<file path="config.mk">
export PLATFORM = sky130hd
export DESIGN_NAME = cache_control
export DESIGN_NICKNAME = d
export VERILOG_FILES = /design/src/design/cache_pkg.sv /design/src/design/cache_control.sv
export SDC_FILE = /design/constraint.sdc
export NUM_CORES = 1
export LEC_CHECK = 0
export ABC_CLOCK_PERIOD_IN_PS = 1300
export BUFFER_PORTS_ARGS = -buffer_cell sky130_fd_sc_hd__buf_2
export CAP_MARGIN = 10
export CORE_AREA = 2 2 39 41
export CTS_CLUSTER_DIAMETER = 200
export DETAILED_ROUTE_END_ITERATION = 10
export DIE_AREA = 0 0 41 43
export GPL_TIMING_DRIVEN = 0
export SYNTH_ARGS = -nofsm -noshare
export SYNTH_HDL_FRONTEND = slang
export SYNTH_SLANG_ARGS = --single-unit
</file>
<file path="constraint.sdc">
create_clock -name clk -period 1.3 [get_ports clk]
set_input_delay 0.13 -clock clk [delete_from_list [all_inputs] [get_ports clk]]
set_output_delay 0.13 -clock clk [all_outputs]
set_load 0.02 [all_outputs]
</file>
<file path="src/design/cache_pkg.sv">
// cache package with the shared address, line, count types and controller states
package cache_pkg;

    // 32-byte lines, so five offset bits
    parameter int s_offset = 5;
    parameter int s_mask   = 2**s_offset;  // bytes per line
    parameter int s_line   = 8*s_mask;     // bits per line

    // byte address from the cpu
    typedef logic [31:0] rv32i_word;

    // one full cache line
    typedef logic [s_line-1:0] line_t;

    // one enable per byte of a line
    typedef logic [s_mask-1:0] byte_en_t;

    // statistics count, wraps
    typedef logic [15:0] count_t;

    // controller states
    typedef enum logic [1:0] {
        s_idle      = 2'b00,
        s_compare   = 2'b01,
        s_writeback = 2'b10,
        s_fill      = 2'b11
    } cache_state_t;

endpackage : cache_pkg

</file>
<file path="src/design/cache_control.sv">
// cache controller FSM, orders compare, writeback and fill and flags hit or miss
`timescale 1ns/1ns

module cache_control (
    input  logic clk,
    input  logic rst_n,
    input  logic mem_read,
    input  logic mem_write,
    input  logic hit,
    input  logic dirty,
    input  logic pmem_resp,
    output logic mem_resp,
    output logic pmem_read,
    output logic pmem_write,
    output logic load_data,
    output logic set_dirty,
    output logic clear_dirty,
    output logic set_valid,
    output logic load_tag,
    output logic set_lru,
    output logic fill_sel,
    output logic wb_addr_sel,
    output logic count_hit,
    output logic count_miss
);

    import cache_pkg::*;

    cache_state_t state, next_state;
    logic         missed;  // current request already missed once
    logic         missed_next;

    always_comb
    begin
        next_state  = state;
        missed_next = missed;
        mem_resp    = 1'b0;
        pmem_read   = 1'b0;
        pmem_write  = 1'b0;
        load_data   = 1'b0;
        set_dirty   = 1'b0;
        clear_dirty = 1'b0;
        set_valid   = 1'b0;
        load_tag    = 1'b0;
        set_lru     = 1'b0;
        fill_sel    = 1'b0;
        wb_addr_sel = 1'b0;
        count_hit   = 1'b0;
        count_miss  = 1'b0;

        unique case (state)
            s_idle:
            begin
                if (mem_read || mem_write)
                    next_state = s_compare;
            end
            s_compare:
            begin
                if (hit)
                begin
                    mem_resp    = 1'b1;
                    set_lru     = 1'b1;
                    load_data   = mem_write;  // merge enabled bytes
                    set_dirty   = mem_write;
                    count_hit   = !missed;
                    missed_next = 1'b0;
                    next_state  = s_idle;
                end
                else
                begin
                    count_miss  = !missed;
                    missed_next = 1'b1;
                    next_state  = dirty ? s_writeback : s_fill;
                end
            end
            s_writeback:
            begin
                pmem_write  = 1'b1;
                wb_addr_sel = 1'b1;  // victim address
                if (pmem_resp)
                    next_state = s_fill;
            end
            s_fill:
            begin
                pmem_read = 1'b1;
                if (pmem_resp)
                begin
                    load_data   = 1'b1;
                    fill_sel    = 1'b1;
                    load_tag    = 1'b1;
                    set_valid   = 1'b1;
                    clear_dirty = 1'b1;
                    next_state  = s_compare;
                end
            end
        endcase
    end

    always_ff @(posedge clk or negedge rst_n)
    begin
        if (!rst_n)
        begin
            state  <= s_idle;
            missed <= 1'b0;
        end
        else
        begin
            state  <= next_state;
            missed <= missed_next;
        end
    end

endmodule : cache_control

</file>
== Yosys cells after proc, flatten, opt, wreduce, memory -nomap -nowiden ==
Index checks and enable logic that the tools add are counted.
Cells by class
  muxes and demuxes: 20
  reduce and logical (&&, ||, !) cells: 4
  equal/unequal tests: 6
Operator list (count)
  $mux W1: 14
  $mux W2: 4
  $pmux W2 S4: 1
  $ne A2 B2 Y1 const B: 3
  $eq A2 B2 Y1 const B: 2
  $reduce_and A3 Y1: 1
  $eq A2 B1 Y1 const B: 1
  $logic_not A2 Y1: 1
  $pmux W1 S2: 1
  $logic_not A1 Y1: 1
  $logic_or A1 B1 Y1: 1
Word-level totals
  output and inout bits: 13
  logic and storage cells: 32
  bits in registers: 3
  input bits: 7

== Longest topological paths before layout ==
  depth in word-level cells: 3
  depth in mapped cells: 5

== Least setup slack after synthesis ==
OpenSTA, ideal clock, no wires.
  kind: register -> output
  start point: register state[1]
  end point: output port count_hit
  data required time: 1170 ps
  path slack: -76 ps
  arrival time: 1246 ps
  cell stages (with the launch flop): 5
  cell sequence: dfrtp_1 inv_1 ha_1 inv_1 nor3b_1
Between the ends
  longest elaborated chain between the ends: 2
RTL lines
  start: declaration: RTL line cache_control.sv:29  | cache_state_t state, next_state;
  start signal: assignment: RTL line cache_control.sv:103  | state <= s_idle;
  start signal: assignment: RTL line cache_control.sv:108  | state <= next_state;
  $eq A2 B1 Y1: RTL line cache_control.sv:51  | unique case (state)
  $mux W1: RTL line cache_control.sv:51
  end: declaration: RTL line cache_control.sv:23  | output logic count_hit,
Every way passes these cells.

== Worst setup path after layout ==
  start point: register state[0]
  end point: output port load_data
Between the ends
  longest elaborated chain between the ends: 2
  elaborated cells on any way between the ends: 3
RTL lines
  $eq A2 B2 Y1 / $eq A2 B1 Y1 (equally long branches): RTL line cache_control.sv:51
  $pmux W1 S2 *: RTL line cache_control.sv:51
  end: declaration: RTL line cache_control.sv:15  | output logic load_data,
Mark *: on every way between the ends. The rest lies on a longest branch, timed or not.

==> results.rst <==
.. list-table::
   :header-rows: 1

   * - Metric
     - Value
   * - Distinct cell type count of the synthesized netlist
     - 19
   * - Synth area leader
     - sky130_fd_sc_hd__ha_1
   * - Violation count after the first detailed-routing iteration
     - 2
   * - PD cells
     - 1983 mW/mm^2
   * - Critical path type
     - reg2out
   * - Average routed wire per standard cell
     - 11.08 um
   * - Type of the most critical hold path
     - in2async
   * - # port buffers
     - 19
   * - Most frequent standard cell in the layout excluding fill and tap cells
     - sky130_fd_sc_hd__buf_6
   * - Worst path buffer plus inverter count
     - 1
   * - Portion of the post-synthesis area used by sequential elements
     - 22.22%
   * - Leading cell types by total area after synthesis
     - sky130_fd_sc_hd__ha_1 26%, sky130_fd_sc_hd__dfrtp_1 22%, sky130_fd_sc_hd__buf_4 11%, sky130_fd_sc_hd__inv_1 5.6%, sky130_fd_sc_hd__mux2_4 4.4%
   * - Commonest cells after routing, fill and taps aside
     - 14 x sky130_fd_sc_hd__buf_6, 10 x sky130_fd_sc_hd__buf_4, 9 x sky130_fd_sc_hd__buf_2, 5 x sky130_fd_sc_hd__ha_4, 3 x sky130_fd_sc_hd__clkbuf_4
   * - Final GP Congestion
     - 0.6904
   * - # rows
     - 14
   * - Core Util, Final
     - 54.16%
   * - Area of the multi-input gates
     - 309.0 um^2
   * - Number of instances in the synthesized netlist
     - 35
   * - Initial core utilization
     - 24.41%
   * - Clock buffer count from CTS
     - 3
   * - Share of cells above drive strength 1
     - 82.35%
   * - Layout net count
     - 83
   * - Number of vias in the routed layout
     - 362
   * - Detailed-route wire length
     - 931 um
   * - Total of flip-flops plus latches after synthesis
     - 3
   * - Library cell contributing the largest single delay on the critical path
     - sky130_fd_sc_hd__dfrtp_2
   * - Antenna violations before repair
     - 0
   * - Total global routing overflow
     - 0
   * - Clock net sink count
     - 3
   * - Status
     - finished with violations
   * - Clock root cell
     - sky130_fd_sc_hd__clkbuf_4
   * - Highest ir drop seen on vdd
     - 915.0 uV
   * - Number of max-slew violations in the final report
     - 0
   * - Clock period minus worst slack
     - 1510 ps
   * - Number of nets in the synthesized netlist
     - 49
   * - Router iterations before antenna repair
     - 2
   * - Final-layout fill cell count
     - 134
   * - Floorplan die area
     - 0.001763 mm^2
   * - Final count of negative-setup-slack endpoints
     - 14
   * - Yosys warnings
     - 0
   * - Violated checks
     - negative setup slack
   * - Horizontal extent of the die
     - 41 um
   * - Tightest Pin Transition
     - 226.1 ps
   * - Crit Path Max Fanout
     - 5
   * - Post-layout worst setup margin
     - -210.2 ps
   * - Ports
     - 20
   * - Via density per instance
     - 4.310
   * - Maximum clock rate
     - 662.2 MHz
   * - Flop-to-flop setup slack
     - -150 ps
   * - Clock edge transition at the registers on the reported setup and hold paths
     - 40 ps
   * - Total number of H-tree levels
     - 1
   * - First-pass GRT wire length
     - 1.159 mm
   * - Final instance area
     - 749.5 um^2
   * - Syn Area/Cell
     - 9.652 um^2
   * - Latest clock arrival within the worst-skew pair
     - 230 ps
   * - RSZ-0062 raised after global routing
     - yes
   * - Max cap viols
     - 0
   * - TritonCTS clock tree
     - built
   * - Period Utilization, post-route
     - 116.2%
   * - Largest net degree at the start of global routing
     - 7
   * - Antenna diode instance count
     - 0
   * - Normalized max-slew margin
     - 84.69%
   * - Vias in the first global route
     - 305
   * - Post-DRT Antenna Nets
     - 0
   * - Largest stage delay on the critical path
     - 480 ps
   * - Critical path data required time
     - 1170 ps
   * - Data arrival, critical path
     - 1380 ps
   * - Height of the die
     - 43 um
   * - Post-route total power
     - 0.001486 W
   * - Final count of hold timing violations
     - 0
   * - Static Leakage
     - 0.3579 nW
   * - Summed negative setup slack over all endpoints
     - -1522 ps
   * - Portion of synthesized cell area occupied by the leading cell type
     - 25.93%
   * - Element type at the critical path end
     - output pin
   * - Startpoint types
     - register
   * - CORE AREA
     - 0.001384 mm^2
   * - Final clock skew
     - 0.1774 ps
   * - Maximum clock insertion buffer count
     - 2
   * - Area growth from synthesis to layout
     - 121.9%
   * - Critical path cell sequence
     - ha_4 -> and2_4 -> o22a_2 -> buf_6
   * - Post-synth design cell area
     - 337.8 um^2
   * - Residual DRC
     - 0
   * - Gate family responsible for the most delay along the worst path
     - flip-flops
   * - Overall global routing resource usage
     - 9.869%
   * - Reg area
     - 77.57 um^2
   * - DP HPWL
     - 565.2 um
   * - Standard cell area after detailed placement
     - 465.4 um^2
[flip-flops by register name (all words and copies together) (netlist names)]
signal,flops
missed,1
state,2
[power by group]
part	leakage (nW)	internal, W	switching [W]
combinational	0.308	0.000618	0.000478
sequential	0.0345	0.000141	0.0000871
clock	0.0150	0.000115	0.0000471
total	0.358	0.000874	0.000612
[path summary, 6_finish.rpt]
kind	start	endpoint	cells past startpoint
worst min register to register	missed	missed	1
worst max register to register	state[0]	state[0]	6
max in group asynchronous	rst_n	state[1]	2
worst max-delay path	state[0]	load_data	4
min in group clk	hit	missed	3
worst min-delay path	rst_n	state[0]	2
[metrics by stage]
stage          hold WS, ps  cells  setup WS, ps
5_1_grt              212.1     84        -250.0
3_3_place_gp        -72.43     70        -94.31
2_1_floorplan       -165.6     35        -44.02
4_1_cts              204.1     79        -191.7
3_5_place_dp        -73.71     70        -100.5
6_report             216.4     84        -210.2
[repair_timing]
| action | CTS | global route |
|---|---|---|
| resized for setup | 22 | 28 |
| pin swaps | 4 | 6 |
| cloned | 0 | 0 |
| endpoints found under the setup margin | 14 | 14 |
| endpoints found under the hold margin | 3 | 0 |
| hold buffers | 1 | 0 |
| setup buffers | 4 | 5 |
[layer usage]
metal	vias to the layer above	share of wire [%]	GRT usage [%]	routed length [um]
met5	-	0	0	0
met4	0	0	6.000	0
met3	0	6.1	3.141	57
met2	13	59	16.56	547
met1	171	35	9.740	325
li1	178	-	-	-
[worst reg2reg max path, stage by stage, from the launching register on]
cell and delay (ps):
sky130_fd_sc_hd__dfrtp_2 480, sky130_fd_sc_hd__buf_6 160, sky130_fd_sc_hd__inv_6 60, sky130_fd_sc_hd__ha_4 130, sky130_fd_sc_hd__nor2_4 30, sky130_fd_sc_hd__o2bb2ai_4 160
sky130_fd_sc_hd__mux2_4 310
[area by class of cell]
| cell class | count | area share (%) |
|---|---|---|
| well taps | 16 | 2.671 |
| multi-input cells | 22 | 41.24 |
| clock buffers | 4 | 3.506 |
| repair buffers | 29 | 31.89 |
| inverters | 5 | 3.840 |
| flip-flops and latches | 3 | 10.35 |
| plain buffers | 5 | 6.511 |
[cells by family (layout without fill, tap and decap cells)]
kind of cell,after synthesis,after routing,share of synthesized area (%)
adder cells (fa/ha/maj),7,7,25.92
multiplexers,2,2,7.406
buffers and inverters,10,43,16.67
AND/OR/NAND/NOR,8,8,14.45
flip-flops,3,3,22.22
AO/OA/AOI/OAI,5,5,13.33
[synthesized netlist by cell type]
| cell | count |
|---|---|
| sky130_fd_sc_hd__ha_1 | 7 |
| sky130_fd_sc_hd__buf_4 | 5 |
| sky130_fd_sc_hd__inv_1 | 5 |
| sky130_fd_sc_hd__dfrtp_1 | 3 |
| sky130_fd_sc_hd__a21o_1 | 1 |
| sky130_fd_sc_hd__and2_1 | 1 |
| sky130_fd_sc_hd__and2_2 | 1 |
| sky130_fd_sc_hd__and3_1 | 1 |
| sky130_fd_sc_hd__mux2_4 | 1 |
| sky130_fd_sc_hd__mux2i_1 | 1 |
| sky130_fd_sc_hd__nor2_1 | 1 |
| sky130_fd_sc_hd__nor2_2 | 1 |
| sky130_fd_sc_hd__nor2b_1 | 1 |
| sky130_fd_sc_hd__nor3_1 | 1 |
| sky130_fd_sc_hd__nor3b_1 | 1 |
| sky130_fd_sc_hd__o21ai_1 | 1 |
| sky130_fd_sc_hd__o22a_1 | 1 |
| sky130_fd_sc_hd__o2bb2ai_2 | 1 |
| sky130_fd_sc_hd__o311ai_1 | 1 |
Power figures use the tool's default switching activity.
